**src/design/array_pkg.sv**
```systemverilog
package array_pkg;

  // ~~~~~~~~~~~~~~~~~~~~
  // array and table sizes
  // ~~~~~~~~~~~~~~~~~~~~
  localparam int NUM_TRANS  = 8;
  localparam int STM_FRAMES = 4;
  localparam int STM_ADDR_W = 5;  // frame * NUM_TRANS + element
  localparam int MOD_DEPTH  = 16;
  localparam int MOD_ADDR_W = 4;
  localparam int DATA_W     = 16;

  localparam int ELEM_W      = 3;  // element index within a frame
  localparam int FRAME_W     = 2;
  localparam int STM_CYCLE_W = 3;  // holds 1..STM_FRAMES
  localparam int MOD_CYCLE_W = 5;  // holds 1..MOD_DEPTH
  localparam int SAMPLE_W    = 8;  // intensity, phase, mod sample
  localparam int TIME_W      = 8;  // one carrier period is 2**TIME_W cycles

  // ~~~~~~~~~~~~~~~~~~~~
  // host write decode
  // ~~~~~~~~~~~~~~~~~~~~
  typedef enum logic [1:0] {
    WR_STM = 2'd0,  // intensity in [15:8], phase in [7:0]
    WR_MOD = 2'd1,  // sample in [7:0]
    WR_CFG = 2'd2
  } wr_target_t;

  typedef enum logic [1:0] {
    CFG_STM_CYCLE = 2'd0,  // frames used
    CFG_MOD_CYCLE = 2'd1,  // samples used
    CFG_ENABLE    = 2'd2   // bit 0
  } cfg_addr_t;

endpackage

```
**src/design/controller.sv**
```systemverilog
`timescale 1ns/1ps
module controller (
  input  wire                                   clk,
  input  wire                                   rst_n,
  input  wire                                   wr_en,
  input  array_pkg::wr_target_t                 wr_sel,
  input  wire  [array_pkg::STM_ADDR_W-1:0]      wr_addr,
  input  wire  [array_pkg::DATA_W-1:0]          wr_data,
  output logic                                  stm_wr,
  output logic                                  mod_wr,
  output logic [array_pkg::STM_ADDR_W-1:0]      tbl_addr,
  output logic [array_pkg::DATA_W-1:0]          tbl_data,
  output logic [array_pkg::STM_CYCLE_W-1:0]     stm_cycle,
  output logic [array_pkg::MOD_CYCLE_W-1:0]     mod_cycle,
  output logic                                  enable,
  output logic                                  restart
);

  array_pkg::cfg_addr_t cfg_addr;
  logic                 cfg_wr;

  assign cfg_addr = array_pkg::cfg_addr_t'(wr_addr[1:0]);
  assign cfg_wr   = wr_en && (wr_sel == array_pkg::WR_CFG);

  always_ff @(posedge clk or negedge rst_n) begin
    if (!rst_n) begin
      stm_wr    <= 1'b0;
      mod_wr    <= 1'b0;
      stm_cycle <= array_pkg::STM_CYCLE_W'(1);
      mod_cycle <= array_pkg::MOD_CYCLE_W'(1);
      enable    <= 1'b0;
      restart   <= 1'b0;
    end else begin
      stm_wr  <= wr_en && (wr_sel == array_pkg::WR_STM);
      mod_wr  <= wr_en && (wr_sel == array_pkg::WR_MOD);
      restart <= 1'b0;
      if (cfg_wr) begin
        case (cfg_addr)
          array_pkg::CFG_STM_CYCLE: stm_cycle <= wr_data[array_pkg::STM_CYCLE_W-1:0];
          array_pkg::CFG_MOD_CYCLE: mod_cycle <= wr_data[array_pkg::MOD_CYCLE_W-1:0];
          array_pkg::CFG_ENABLE: begin
            enable  <= wr_data[0];
            restart <= wr_data[0] && !enable;  // rising edge of enable only
          end
          default: ;
        endcase
      end
    end
  end

  always_ff @(posedge clk) begin
    if (wr_en) begin
      tbl_addr <= wr_addr;
      tbl_data <= wr_data;
    end
  end

  a_stm_cycle_range: assert property (@(posedge clk) disable iff (!rst_n)
    cfg_wr && cfg_addr == array_pkg::CFG_STM_CYCLE
      |=> stm_cycle inside {[1:array_pkg::STM_FRAMES]})
    else $error("stm_cycle written out of range: %0d", stm_cycle);

  a_mod_cycle_range: assert property (@(posedge clk) disable iff (!rst_n)
    cfg_wr && cfg_addr == array_pkg::CFG_MOD_CYCLE
      |=> mod_cycle inside {[1:array_pkg::MOD_DEPTH]})
    else $error("mod_cycle written out of range: %0d", mod_cycle);

endmodule

```
**src/design/time_cnt_generator.sv**
```systemverilog
`timescale 1ns/1ps
module time_cnt_generator (
  input  wire                              clk,
  input  wire                              rst_n,
  output logic [array_pkg::TIME_W-1:0]     time_cnt,
  output logic                             update
);

  // carrier counter, wraps every 256 cycles
  always_ff @(posedge clk or negedge rst_n) begin
    if (!rst_n) begin
      time_cnt <= '0;
    end else begin
      time_cnt <= time_cnt + 1'b1;
    end
  end

  // registered one count early so it lines up with the last count
  always_ff @(posedge clk or negedge rst_n) begin
    if (!rst_n) begin
      update <= 1'b0;
    end else begin
      update <= (time_cnt == array_pkg::TIME_W'(2**array_pkg::TIME_W - 2));
    end
  end

endmodule

```
**src/design/stm.sv**
```systemverilog
`timescale 1ns/1ps
module stm (
  input  wire                                   clk,
  input  wire                                   rst_n,
  input  wire                                   update,
  input  wire                                   enable,
  input  wire                                   restart,
  input  wire  [array_pkg::STM_CYCLE_W-1:0]     stm_cycle,
  input  wire                                   stm_wr,
  input  wire  [array_pkg::STM_ADDR_W-1:0]      tbl_addr,
  input  wire  [array_pkg::DATA_W-1:0]          tbl_data,
  output logic [array_pkg::SAMPLE_W-1:0]        intensity,
  output logic [array_pkg::SAMPLE_W-1:0]        phase,
  output logic [array_pkg::ELEM_W-1:0]          elem_idx,
  output logic                                  dout_valid
);

  typedef enum logic {
    ST_IDLE,
    ST_READ
  } state_t;

  state_t                           state;
  logic [array_pkg::DATA_W-1:0]     pattern_mem [array_pkg::NUM_TRANS * array_pkg::STM_FRAMES];
  logic [array_pkg::DATA_W-1:0]     rd_data;
  logic [array_pkg::FRAME_W-1:0]    frame_idx;
  logic [array_pkg::FRAME_W-1:0]    cur_frame;
  logic [array_pkg::FRAME_W-1:0]    rd_frame;
  logic [array_pkg::STM_CYCLE_W-1:0] frame_inc;
  logic [array_pkg::ELEM_W-1:0]     rd_cnt;
  logic                             start;

  assign start     = update && enable;
  assign cur_frame = restart ? '0 : frame_idx;  // restart on an update plays frame 0
  assign frame_inc = array_pkg::STM_CYCLE_W'(cur_frame) + 1'b1;

  // ~~~~~~~~~~~~~~~~~~~~
  // frame sequencing
  // ~~~~~~~~~~~~~~~~~~~~
  always_ff @(posedge clk or negedge rst_n) begin
    if (!rst_n) begin
      state     <= ST_IDLE;
      frame_idx <= '0;
      rd_frame  <= '0;
      rd_cnt    <= '0;
    end else begin
      if (start) begin
        frame_idx <= (frame_inc >= stm_cycle) ? '0 : frame_inc[array_pkg::FRAME_W-1:0];
      end else if (restart) begin
        frame_idx <= '0;
      end

      case (state)
        ST_IDLE: begin
          if (start) begin
            state    <= ST_READ;
            rd_frame <= cur_frame;
            rd_cnt   <= '0;
          end
        end
        ST_READ: begin
          rd_cnt <= rd_cnt + 1'b1;
          if (rd_cnt == array_pkg::ELEM_W'(array_pkg::NUM_TRANS - 1)) begin
            state <= ST_IDLE;
          end
        end
        default: state <= ST_IDLE;
      endcase
    end
  end

  // ~~~~~~~~~~~~~~~~~~~~
  // pattern table
  // ~~~~~~~~~~~~~~~~~~~~
  always_ff @(posedge clk) begin
    if (stm_wr) begin
      pattern_mem[tbl_addr] <= tbl_data;
    end
    rd_data <= pattern_mem[{rd_frame, rd_cnt}];  // one cycle read latency
  end

  always_ff @(posedge clk or negedge rst_n) begin
    if (!rst_n) begin
      dout_valid <= 1'b0;
      elem_idx   <= '0;
    end else begin
      dout_valid <= (state == ST_READ);
      elem_idx   <= rd_cnt;
    end
  end

  assign intensity = rd_data[array_pkg::DATA_W-1:array_pkg::SAMPLE_W];
  assign phase     = rd_data[array_pkg::SAMPLE_W-1:0];

  a_stream_len: assert property (@(posedge clk) disable iff (!rst_n)
    dout_valid [*array_pkg::NUM_TRANS] |=> !dout_valid)
    else $error("stm stream longer than %0d elements", array_pkg::NUM_TRANS);

endmodule

```
**src/design/modulation.sv**
```systemverilog
`timescale 1ns/1ps
module modulation (
  input  wire                                   clk,
  input  wire                                   rst_n,
  input  wire                                   update,
  input  wire                                   enable,
  input  wire                                   restart,
  input  wire  [array_pkg::MOD_CYCLE_W-1:0]     mod_cycle,
  input  wire                                   mod_wr,
  input  wire  [array_pkg::STM_ADDR_W-1:0]      tbl_addr,
  input  wire  [array_pkg::DATA_W-1:0]          tbl_data,
  output logic [array_pkg::SAMPLE_W-1:0]        mod_value
);

  logic [array_pkg::SAMPLE_W-1:0]    mod_mem [array_pkg::MOD_DEPTH];
  logic [array_pkg::MOD_ADDR_W-1:0]  mod_idx;
  logic [array_pkg::MOD_ADDR_W-1:0]  cur_idx;
  logic [array_pkg::MOD_CYCLE_W-1:0] idx_inc;
  logic                              step;

  assign step    = update && enable;
  assign cur_idx = restart ? '0 : mod_idx;
  assign idx_inc = array_pkg::MOD_CYCLE_W'(cur_idx) + 1'b1;

  always_ff @(posedge clk) begin
    if (mod_wr) begin
      mod_mem[tbl_addr[array_pkg::MOD_ADDR_W-1:0]] <= tbl_data[array_pkg::SAMPLE_W-1:0];
    end
  end

  // sample is held until the next enabled update
  always_ff @(posedge clk or negedge rst_n) begin
    if (!rst_n) begin
      mod_idx   <= '0;
      mod_value <= '0;
    end else if (step) begin
      mod_value <= mod_mem[cur_idx];
      mod_idx   <= (idx_inc >= mod_cycle) ? '0 : idx_inc[array_pkg::MOD_ADDR_W-1:0];
    end else if (restart) begin
      mod_idx <= '0;
    end
  end

  a_idx_range: assert property (@(posedge clk) disable iff (!rst_n)
    array_pkg::MOD_CYCLE_W'(mod_idx) < mod_cycle)
    else $error("mod index %0d past cycle length %0d", mod_idx, mod_cycle);

endmodule

```
**src/design/pwm.sv**
```systemverilog
`timescale 1ns/1ps
module pwm (
  input  wire                                   clk,
  input  wire                                   rst_n,
  input  wire  [array_pkg::TIME_W-1:0]          time_cnt,
  input  wire                                   update,
  input  wire  [array_pkg::SAMPLE_W-1:0]        intensity,
  input  wire  [array_pkg::SAMPLE_W-1:0]        phase,
  input  wire  [array_pkg::ELEM_W-1:0]          elem_idx,
  input  wire                                   din_valid,
  input  wire  [array_pkg::SAMPLE_W-1:0]        mod_value,
  output logic [array_pkg::NUM_TRANS-1:0]       pwm_out
);

  logic [2*array_pkg::SAMPLE_W-1:0] product;
  logic [array_pkg::SAMPLE_W-1:0]   shadow_width [array_pkg::NUM_TRANS];
  logic [array_pkg::SAMPLE_W-1:0]   shadow_phase [array_pkg::NUM_TRANS];
  logic [array_pkg::SAMPLE_W-1:0]   active_width [array_pkg::NUM_TRANS];
  logic [array_pkg::SAMPLE_W-1:0]   active_phase [array_pkg::NUM_TRANS];

  assign product = intensity * mod_value;  // width is the upper byte

  // ~~~~~~~~~~~~~~~~~~~~
  // shadow and active
  // ~~~~~~~~~~~~~~~~~~~~
  always_ff @(posedge clk or negedge rst_n) begin
    if (!rst_n) begin
      for (int i = 0; i < array_pkg::NUM_TRANS; i++) begin
        shadow_width[i] <= '0;
        shadow_phase[i] <= '0;
      end
    end else if (din_valid) begin
      shadow_width[elem_idx] <= product[2*array_pkg::SAMPLE_W-1:array_pkg::SAMPLE_W];
      shadow_phase[elem_idx] <= phase;
    end
  end

  always_ff @(posedge clk or negedge rst_n) begin
    if (!rst_n) begin
      for (int i = 0; i < array_pkg::NUM_TRANS; i++) begin
        active_width[i] <= '0;
        active_phase[i] <= '0;
      end
    end else if (update) begin
      active_width <= shadow_width;  // new frame from time_cnt 0
      active_phase <= shadow_phase;
    end
  end

  // ~~~~~~~~~~~~~~~~~~~~
  // output compare
  // ~~~~~~~~~~~~~~~~~~~~
  for (genvar i = 0; i < array_pkg::NUM_TRANS; i++) begin : g_out
    logic [array_pkg::TIME_W-1:0] rel_time;

    assign rel_time   = time_cnt - active_phase[i];  // wraps mod 256
    assign pwm_out[i] = rel_time < active_width[i];
  end

  // stm stream must finish well inside one carrier period
  a_no_swap_mid_stream: assert property (@(posedge clk) disable iff (!rst_n)
    !(din_valid && update))
    else $error("frame stream overlaps the update strobe");

endmodule

```
**src/design/main.sv**
```systemverilog
`timescale 1ns/1ps
module main (
  input  wire                                   clk,
  input  wire                                   rst_n,
  input  wire                                   wr_en,
  input  array_pkg::wr_target_t                 wr_sel,
  input  wire  [array_pkg::STM_ADDR_W-1:0]      wr_addr,
  input  wire  [array_pkg::DATA_W-1:0]          wr_data,
  output logic [array_pkg::NUM_TRANS-1:0]       pwm_out
);

  logic                               stm_wr;
  logic                               mod_wr;
  logic [array_pkg::STM_ADDR_W-1:0]   tbl_addr;
  logic [array_pkg::DATA_W-1:0]       tbl_data;
  logic [array_pkg::STM_CYCLE_W-1:0]  stm_cycle;
  logic [array_pkg::MOD_CYCLE_W-1:0]  mod_cycle;
  logic                               enable;
  logic                               restart;

  logic [array_pkg::TIME_W-1:0]       time_cnt;
  logic                               update;

  logic [array_pkg::SAMPLE_W-1:0]     intensity;
  logic [array_pkg::SAMPLE_W-1:0]     phase;
  logic [array_pkg::ELEM_W-1:0]       elem_idx;
  logic                               dout_valid;
  logic [array_pkg::SAMPLE_W-1:0]     mod_value;

  controller controller (
    .clk(clk),
    .rst_n(rst_n),
    .wr_en(wr_en),
    .wr_sel(wr_sel),
    .wr_addr(wr_addr),
    .wr_data(wr_data),
    .stm_wr(stm_wr),
    .mod_wr(mod_wr),
    .tbl_addr(tbl_addr),
    .tbl_data(tbl_data),
    .stm_cycle(stm_cycle),
    .mod_cycle(mod_cycle),
    .enable(enable),
    .restart(restart)
  );

  time_cnt_generator time_cnt_generator (
    .clk(clk),
    .rst_n(rst_n),
    .time_cnt(time_cnt),
    .update(update)
  );

  // stm and modulation run side by side off the same update
  stm stm (
    .clk(clk),
    .rst_n(rst_n),
    .update(update),
    .enable(enable),
    .restart(restart),
    .stm_cycle(stm_cycle),
    .stm_wr(stm_wr),
    .tbl_addr(tbl_addr),
    .tbl_data(tbl_data),
    .intensity(intensity),
    .phase(phase),
    .elem_idx(elem_idx),
    .dout_valid(dout_valid)
  );

  modulation modulation (
    .clk(clk),
    .rst_n(rst_n),
    .update(update),
    .enable(enable),
    .restart(restart),
    .mod_cycle(mod_cycle),
    .mod_wr(mod_wr),
    .tbl_addr(tbl_addr),
    .tbl_data(tbl_data),
    .mod_value(mod_value)
  );

  pwm pwm (
    .clk(clk),
    .rst_n(rst_n),
    .time_cnt(time_cnt),
    .update(update),
    .intensity(intensity),
    .phase(phase),
    .elem_idx(elem_idx),
    .din_valid(dout_valid),
    .mod_value(mod_value),
    .pwm_out(pwm_out)
  );

endmodule

```
**config.mk**
```make
export PLATFORM = sky130hd
export DESIGN_NAME = main
export DESIGN_NICKNAME = d
export VERILOG_FILES = /design/src/design/array_pkg.sv /design/src/design/controller.sv /design/src/design/time_cnt_generator.sv /design/src/design/stm.sv /design/src/design/modulation.sv /design/src/design/pwm.sv /design/src/design/main.sv
export SDC_FILE = /design/constraint.sdc
export NUM_CORES = 1
export LEC_CHECK = 0
export ABC_AREA = 1
export BUFFER_PORTS_ARGS = -buffer_cell sky130_fd_sc_hd__buf_2
export CORE_MARGIN = 1
export CORE_UTILIZATION = 32
export DETAILED_ROUTE_END_ITERATION = 16
export PLACE_DENSITY_LB_ADDON = 0.08
export SLEW_MARGIN = 30
export SYNTH_ARGS = -nofsm -noshare
export SYNTH_HDL_FRONTEND = slang
export SYNTH_SLANG_ARGS = --single-unit
```
**constraint.sdc**
```tcl
create_clock -name clk -period 3.8 [get_ports clk]
set_input_delay 0.76 -clock clk [delete_from_list [all_inputs] [get_ports clk]]
set_output_delay 0.76 -clock clk [all_outputs]
set_load 0.05 [all_outputs]
```
# --- Word-level counts from Yosys, hierarchy flattened ---
# Memories as Yosys holds them, arrays and structs flattened. A register that Yosys moved wholly into a read port is not among the register bits.
# Cells that the tools add are included.
op_classes:
  add_sub_neg: 12
  mul: 1
  div_mod_pow: 0
  order_cmp: 12
  n_eq_ne: 7
  shift: 0
  n_mux: 21
  bitwise_logic: 2
  reduce_logical: 14
ops:
  columns: ["op", "n"]
  rows:
  - ["$bwmux 64", 2]
  - ["$lt 8x8->1", 8]
  - ["$sub 8x8->8", 8]
  - ["$demux 8 s3", 1]
  - ["$mul 8x8->16", 1]
  - ["$mux 4", 3]
  - ["$add 8x1->8 const B", 1]
  - ["$eq 8x8->1 const B", 1]
  - ["$mux 1", 8]
  - ["$mux 8", 1]
  - ["$reduce_and 2->1", 4]
  - ["$logic_and 1x1->1", 6]
  - ["$mux 2", 3]
  - ["$pmux 3 s2", 1]
  - ["$add 4x1->5 const B", 1]
  - ["$ge 5x5->1", 1]
  - ["$eq 2x1->1 const B", 2]
  - ["$eq 2x2->1 const B", 2]
  - ["$ge 4x4->1 const B", 1]
  - ["$logic_not 2->1", 2]
  - ["$lt 4x1->1 const B", 1]
  - ["$not 3->4", 1]
  - ["$add 2x1->3 const B", 1]
  - ["$add 3x1->3 const B", 1]
  - ["7 further kinds", 8]
totals:
  register_bits: 314
  latchBits: 0
  mem_bits_rw: 640
  rom_bits: 0
  out_inout_bits: 8
  elab_cells: 120
  n_memories: 2
mem_list:
  columns: ["memory", "words", "word_bits", "read_ports", "rd_ports_with_merged_regs", "wr", "line", "text"]
  rows:
  - ["stm.pattern_mem", 32, 16, 1, 1, 1, "stm.sv:24", "logic [array_pkg::DATA_W-1:0] pattern_mem [array_pkg::NUM_TRANS * array_pkg::STM_FRAMES];"]
  - ["modulation.mod_mem", 16, 8, 1, 1, 1, "modulation.sv:15", "logic [array_pkg::SAMPLE_W-1:0] mod_mem [array_pkg::MOD_DEPTH];"]

# --- Longest topological paths before layout ---
# Gate-level depths: netlist of run 1.
depth:
  depth_word: 6
  ltp_mapped: 21
  mapped_depth_nobuf: 20

# --- Modules after synthesis ---
# Synthesis of run 1 repeated with hierarchy kept, for this count alone.
hier_totals:
  hier_cells: 4395
  area_unflattened_um2: 44960.6
modules_own_cells:
  columns: ["module", "instances", "cells_each", "area_per_inst_um2"]
  rows:
  - ["stm", 1, 1845, 21747.1]
  - ["pwm", 1, 1787, 15343.5]
  - ["modulation", 1, 645, 6321.1]
  - ["controller", 1, 75, 1138.6]
  - ["time_cnt_generator", 1, 43, 410.4]

# --- Least setup slack after synthesis of run 1 ---
# OpenSTA, ideal clock, no wires.
synth_path:
  path_type: "reg2reg"
  start: "reg modulation.mod_value[2] (netlist name) (read register of modulation.mod_mem)"
  end: "reg pwm.shadow_width[12] (netlist name)"
  setup_ps: 66
  t_arrival_ps: 3873
  t_required_ps: 3734
  setup_slack_ps: -139
  stages_incl_launch_ff: 16
  path_buffers: 1
  period_less_slack_ps: 3939
  cell_sequence: "dfrtp_1 -> clkbuf_1 -> nand2_1 -> fa_1 -> fa_1 -> inv_1 -> fa_1 -> fa_1 -> ha_1 -> a21oi_1 -> o21ai_1 -> nand2_1 -> nand2_1 -> o21ai_1 -> nand3_1 -> nand2_1"
synth_between:
  elab_chain_len: 2
synth_lines:
  columns: ["item", "line", "text"]
  rows:
  - ["start, declared", "modulation.sv:12", "output logic [array_pkg::SAMPLE_W-1:0] mod_value"]
  - ["$mul 8x8->16", "pwm.sv:21", "assign product = intensity * mod_value;"]
  - ["$bwmux 64", "pwm.sv:33", "shadow_width[elem_idx] <= product[2*array_pkg::SAMPLE_W-1:array_pkg::SAMPLE_W];"]
  - ["end signal, assigned by index", "pwm.sv:33", null]
  - ["end, declared", "pwm.sv:16", "logic [array_pkg::SAMPLE_W-1:0] shadow_width [array_pkg::NUM_TRANS];"]
# Every way passes these cells.
# A chain may end at the register's enable or synchronous reset.

# --- Worst setup path in the final report of run 1 ---
layout_path:
  start: "reg time_cnt_generator.time_cnt[0] (netlist name)"
  end: "out pwm_out[4] (netlist name)"
layout_between:
  elab_chain_len: 2
layout_lines:
  columns: ["item", "line", "text"]
  rows:
  - ["start, declared", "time_cnt_generator.sv:5", "output logic [array_pkg::TIME_W-1:0] time_cnt,"]
  - ["start signal, assigned", "time_cnt_generator.sv:14", "time_cnt <= time_cnt + 1'b1;"]
  - ["$sub 8x8->8", "pwm.sv:56", "assign rel_time = time_cnt - active_phase[i];"]
  - ["$lt 8x8->1", "pwm.sv:57", "assign pwm_out[i] = rel_time < active_width[i];"]
  - ["end, declared", "main.sv:9", "output logic [array_pkg::NUM_TRANS-1:0] pwm_out"]
# Every way passes these cells.

==> impl_metrics.json, run 1 <==
{
  "failed_checks": "negative setup slack",
  "wl_mm": 128,
  "num_vias": 29500,
  "placed_area_sq_um": 47300,
  "mostFrequentLayoutCells": "nand2_1 (1179), edfxtp_1 (661), inv_1 (325)",
  "syn_area_sq_um": 44100,
  "drt_first_iter_violations": 1906,
  "finalClockSkew_ns": 0.0631,
  "cts_tree": "done",
  "syn_nets": 4435,
  "drc": 0,
  "cts.path.max_buffers": 3,
  "routed_via_density": 4.71,
  "slew_headroom_pct": 34.7,
  "fillers": 13400,
  "leakagePower_nw": 22.0,
  "finalMaxSlewViolations": 0,
  "startpoint_type": "flop",
  "fp.dieH_um": 373,
  "syn_area_per_cell_sq_um": 10.5,
  "cp-end-kind": "output port",
  "timing.critical_path.cells": "inv_2 -> buf_12 -> buf_4 -> ha_2 -> inv_2 -> fa_2 -> nand3_2 -> nand3_2 -> a21o_1 -> a21oi_2 -> xnor2_2 -> ha_4 -> a21o_1 -> a31oi_4 -> buf_6",
  "power.total_mw": 23.0,
  "fmax_mhz": 242,
  "fin_crit_ns": 4.13,
  "antenna_cells": 0,
  "grt_pass1_wl_mm": 192,
  "hold_class": "primary input to asynchronous set/reset pin",
  "row_count": 135,
  "placed_cells": 6014,
  "die_w_um": 373,
  "dieArea_sq_um": 139000,
  "ys_ff_latch": 978,
  "clockRootBuffer": "clkbuf_16",
  "period_share_pct": 109,
  "ys_types": 38,
  "final_common_cell": "nand2_1",
  "insertion_delay_ns": 0.73,
  "place_congestion": 0.806,
  "port_buffers": 33,
  "path_clk_slew_ns": 0.06,
  "rsz0062_at_grt": "true",
  "worstMarginPinSlew_ns": 0.979,
  "grt_max_degree": 193,
  "critPathKind": "flop to output port",
  "initial_utilization_pct": 32.4,
  "final_nets": 4602,
  "place_ws_ns": -0.305,
  "crit_required_ns": 3.04,
  "wire_per_inst_um": 20.4,
  "cp_max_fo": 5,
  "cpPeakStageDelay_ns": 0.38,
  "stdcell_area_sq_um": 52600,
  "antenna_found_initial": 1,
  "worst_path_max_delay_cell": "dfrtp_1",
  "gr-total-overflow": 0,
  "first_pass_iters": 5,
  "setup-violations-final": 60,
  "ant_nets": 0,
  "setup_slack_ns": -0.331,
  "cts_inserted_buffers": 113,
  "path_delay_family": "compound AO/OA/AOI/OAI gates",
  "seq_area_frac_synth_pct": 62.8,
  "crit_arrival_ns": 3.37,
  "critical_path_buf_inv_count": 5,
  "netlist_instances": 4207,
  "finalHoldViolCount": 0,
  "drive_above_1_share_pct": 15.8,
  "io_pins": 34,
  "grt_pass1_vias": 29400,
  "vdd_drop_max_v": 0.000397,
  "final_cells": 6251,
  "cts_htree_levels": 3,
  "outcome": "complete, but fails checks",
  "power_density_nw_per_um2": 437,
  "coreArea_sq_um": 136000,
  "cap_violations": 0,
  "area_delta_synth_final_pct": 19.2,
  "ys_warn_count": 0,
  "cts.sinks": 978,
  "place_hpwl_mm": 80.0,
  "grt_usage_pct": 18.3
}
state kept, by name (all words and copies together), names as in the netlist, 3 cells and up:
name / flops
controller.mod_cycle: 5
controller.stm_cycle: 3
controller.tbl_addr: 5
controller.tbl_data: 16
modulation.mod_idx: 4
modulation.mod_mem: 128
modulation.mod_value: 8
pwm.active_phase: 64
pwm.active_width: 64
pwm.shadow_phase: 64
pwm.shadow_width: 64
stm.elem_idx: 3
stm.pattern_mem: 512
stm.rd_cnt: 3
stm.rd_data: 16
time_cnt_generator.time_cnt: 8
final timing paths:
path	from	endpoint	slack, ns	cells after the start
min in group clk	wr_data[7]	controller.tbl_data[7]	0.20	1
worst max register to register	modulation.mod_value[2]	pwm.shadow_width[4]	-0.15	18
worst min register to register	pwm.shadow_phase[3]	pwm.active_phase[3]	0.47	2
max in group asynchronous	rst_n	pwm.shadow_phase[59]	2.83	2
worst max-delay path	time_cnt_generator.time_cnt[0]	pwm_out[4]	-0.33	15
worst min-delay path	rst_n	pwm.shadow_phase[30]	0.11	1
layout make-up:
class,instances,area (sq um),area share (%)
sequential,978,27700,52.8
clock buffer,160,3100,5.89
timing repair buffer,243,2190,4.16
multi-input combinational,2677,15400,29.3
inverter,361,1360,2.59
clock inverter,51,577,1.10
tap,1781,2230,4.24
cells in the mapped netlist, drive strengths merged:
master,count,share of area (%)
a21boi,1,0.017
a21o,9,0.15
a21oi,244,2.8
a31oi,2,0.028
buf,101,1.3
clkbuf,90,0.77
clkinv,1,0.0085
dfrtp,299,17
dfstp,2,0.12
dfxtp,16,0.73
edfxtp,661,45
fa,43,2.0
ha,159,4.5
inv,360,3.1
mux2,23,0.59
nand2,1223,10
nand3,281,3.2
nand3b,3,0.051
nand4,14,0.20
nor2,219,1.9
nor3,6,0.068
nor4,2,0.028
o211a,2,0.045
o211ai,17,0.29
o21a,4,0.068
o21ai,291,3.3
o22ai,4,0.057
o311ai,1,0.020
o31ai,64,1.1
or2,1,0.014
xnor2,32,0.64
xor2,32,0.64
logic make-up after synthesis:
kind of cell / after synthesis / share of synthesized area (%)
and+or+nand+nor: 1749 / 15.9
DFF: 978 / 62.8
AOI/OAI and AO/OA: 639 / 7.84
buffers and inverters: 552 / 5.17
adders and majority gates: 202 / 6.46
xor gates and xnor gates: 64 / 1.27
muxes: 23 / 0.587
metrics by stage:
step | utilization [%] | hold WS (ns) | setup TNS [ns]
floorplan | - | 0.375 | 0
global placement | 34.7 | 0.462 | -11.70
detailed placement | 34.8 | 0.463 | -12.79
CTS | 38.2 | 0.0976 | -8.24
global route | 38.6 | 0.140 | -17.35
finish | 38.6 | 0.109 | -6.55
metal layers:
layer  vias to the layer above  GRT usage [%]  share of wire, %
met5                         -              0                 0
met4                         0           4.46               2.2
li1                      14500              -                 -
met3                       159           2.45               3.0
met2                       409           29.7                46
met1                     14400           25.8                48
timing repair:
| item | in CTS | in global routing |
|---|---|---|
| setup buffers | 16 | 11 |
| hold buffers | 0 | 0 |
| pin swaps | 95 | 104 |
| gates resized for setup | 195 | 112 |
| setup endpoints to repair | 71 | 72 |
power by group:
part           switching (mW)  internal [mW]  leakage [nW]
Sequential             0.0619           11.5          10.2
Combinational           0.367         0.0864          9.95
Clock                    4.55           6.35          1.78
Power figures use the tool's default switching activity.
==> inputs of run 2 (changes only) <==
Settings changed: SYNTH_HIERARCHICAL from default to 1.
==> impl_metrics.json, run 2 <==
{
  "cts_tree": "done",
  "insertion_delay_ns": 0.74,
  "place_ws_ns": -0.219,
  "synth-main-ff-cell": "edfxtp_1",
  "wire_per_inst_um": 20.1,
  "fmax_mhz": 241,
  "place_hpwl_mm": 79.2,
  "seq_area_frac_synth_pct": 61.6,
  "cap_violations": 0,
  "crit_required_ns": 3.04,
  "drc": 0,
  "path_clk_slew_ns": 0.06,
  "synth.most_common_cell": "nand2_1",
  "cp_max_fo": 4,
  "worstMarginPinSlew_ns": 0.993,
  "clockRootBuffer": "clkbuf_16",
  "num_vias": 30200,
  "dieArea_sq_um": 142000,
  "timing.critical_path.cells": "inv_2 -> buf_12 -> ha_2 -> inv_2 -> fa_2 -> nand3_2 -> nand3_2 -> a21o_1 -> a21oi_2 -> xnor2_2 -> ha_1 -> nand2_1 -> o21ai_1 -> a21oi_2 -> buf_4 -> buf_8",
  "seqCellArea_sq_um": 27700,
  "async_reset_ff_share_pct": 30.8,
  "synth-edff-count": 661,
  "grt_max_degree": 173,
  "startpoint_type": "flop",
  "power_density_nw_per_um2": 438,
  "grt_pass1_wl_mm": 198,
  "routed_via_density": 4.63,
  "crit_arrival_ns": 3.39,
  "fillers": 13900,
  "fp.dieH_um": 377,
  "wl_mm": 131,
  "setup-violations-final": 64,
  "critical_path_buf_inv_count": 5,
  "synth_top_area_share_pct": 44.1,
  "p_sw_share_pct": 21.9,
  "finalHoldViolCount": 0,
  "period_share_pct": 109,
  "cpPeakStageDelay_ns": 0.39,
  "grt_usage_pct": 18.6,
  "power.clock.fraction_pct": 48.3,
  "outcome": "complete, but fails checks",
  "first_pass_iters": 5,
  "hold_class": "primary input to flop",
  "ant_nets": 0,
  "largest_register_ffs": 512,
  "ys_types": 46,
  "failed_checks": "negative setup slack",
  "row_count": 137,
  "ys_top_cells_by_count": "nand2_1 (1382), edfxtp_1 (661), nand3_1 (598), inv_1 (417), dfrtp_1 (299)",
  "drive_above_1_share_pct": 15.0,
  "grt_pass1_vias": 30200,
  "final_common_cell": "nand2_1",
  "coreArea_sq_um": 140000,
  "die_w_um": 377,
  "ys_top_cells_by_area": "edfxtp_1 (44%), dfrtp_1 (17%), nand2_1 (12%), nand3_1 (6.7%), ha_1 (4.4%)",
  "cts_inserted_buffers": 114,
  "area_delta_synth_final_pct": 18.5,
  "multiInputGateArea_sq_um": 15800,
  "setup_slack_ns": -0.353,
  "finish.utilization_pct": 38.2,
  "top_register": "stm/pattern_mem",
  "pwr-share-seq_pct": 49.8,
  "io_pins": 34,
  "antenna_found_initial": 7,
  "place_congestion": 0.815,
  "ys_warn_count": 6,
  "vdd_drop_max_v": 0.000376,
  "ys_ff_latch": 978,
  "final_nets": 4757,
  "internal-power_mw": 18.2,
  "worst_path_max_delay_cell": "fa_2",
  "cp-end-kind": "output port",
  "syn_area_sq_um": 45000,
  "slew_headroom_pct": 33.8,
  "combPwrFrac_pct": 1.9,
  "cts.sinks": 978,
  "mostFrequentLayoutCells": "nand2_1 (1346), edfxtp_1 (661), nand3_1 (514)",
  "syn_area_per_cell_sq_um": 10.2,
  "fin_crit_ns": 4.15,
  "yosys.area.top_type": "edfxtp_1",
  "syn_nets": 4622,
  "port_buffers": 33,
  "cts.path.max_buffers": 3,
  "cts_htree_levels": 3,
  "gr-total-overflow": 0,
  "initial_utilization_pct": 32.2,
  "finalMaxSlewViolations": 0,
  "leakagePower_nw": 22.4,
  "critPathKind": "flop to output port",
  "rsz0062_at_grt": "true",
  "drt_first_iter_violations": 1905,
  "netlist_instances": 4395,
  "path_delay_family": "adder cells",
  "finalClockSkew_ns": 0.0849,
  "p_sw_mw": 5.11
}
==> run 2: timing repair <==
item | in CTS | in global routing
resized for setup | 200 | 89
setup buffers | 15 | 14
hold buffers | 1 | 0
setup endpoints to repair | 72 | 72
endpoints found under the hold margin | 22 | 0
pin swaps | 75 | 82
==> run 2: kinds of logic (layout without fill, tap and decap cells) <==
kind of cell	after synthesis	in the layout	synth area share, %
buffers and inverters	622	859	6.08
adders and majority gates	201	201	6.31
DFF	978	978	61.6
muxes	19	19	0.476
AOI/OAI and AO/OA	319	319	3.72
other	0	3	0
and+or+nand+nor	2195	2195	20.6
xor gates and xnor gates	61	61	1.19
==> run 2: worst paths after layout <==
| check | startpoint | endpoint | slack, ns | cells past startpoint |
|---|---|---|---|---|
| max in group asynchronous | rst_n | pwm/shadow_phase[26] | 2.29 | 3 |
| max | time_cnt_generator/time_cnt[0] | pwm_out[5] | -0.35 | 16 |
| min in group asynchronous | rst_n | pwm/shadow_phase[62] | 0.61 | 2 |
| min reg2reg | pwm/shadow_phase[16] | pwm/active_phase[16] | 0.46 | 1 |
| max reg2reg | modulation/mod_value[3] | pwm/shadow_width[14] | -0.17 | 18 |
| min | wr_addr[3] | controller/tbl_addr[3] | 0.19 | 1 |
==> run 2: stage by stage <==
stage	area (sq um)	hold slack, ns	cells	TNS [ns]	power (mW)
after floorplan	45200	0.395	4395	-0.0801	12.0
final	53300	0.194	6511	-8.14	23.3
after global routing	53300	0.128	6508	-18.94	24.1
after global placement	47900	0.461	6259	-11.45	12.3
after CTS	52800	0.124	6495	-11.21	23.7
after detailed placement	47900	0.464	6261	-11.17	12.3
==> run 2: final cells by class <==
cell class                 count  area share, %
clock buffer                 157           5.94
multi-input combinational   2795           29.6
inverter                     428           3.04
clock inverter                61           1.31
sequential                   978           52.0
timing repair buffer         213           3.60
tap                         1876           4.41
antenna                        3         0.0141
==> run 2: power groups by stage <==
stage / Clock, mW / Sequential (mW) / Combinational [mW]
after global placement: 0 / 11.8 / 0.452
after detailed placement: 0 / 11.8 / 0.467
after CTS: 11.6 / 11.6 / 0.469
after floorplan: 0 / 11.9 / 0.0947
final: 11.3 / 11.6 / 0.447
after global routing: 12.0 / 11.6 / 0.503
==> run 2: metal layers <==
| layer | global-route usage [%] | up-vias | wire (um) |
|---|---|---|---|
| met5 | 0 | - | 10 |
| met3 | 2.66 | 181 | 4120 |
| li1 | - | 14900 | - |
| met2 | 30.5 | 418 | 62000 |
| met1 | 25.4 | 14700 | 61400 |
| met4 | 5.40 | 2 | 3550 |
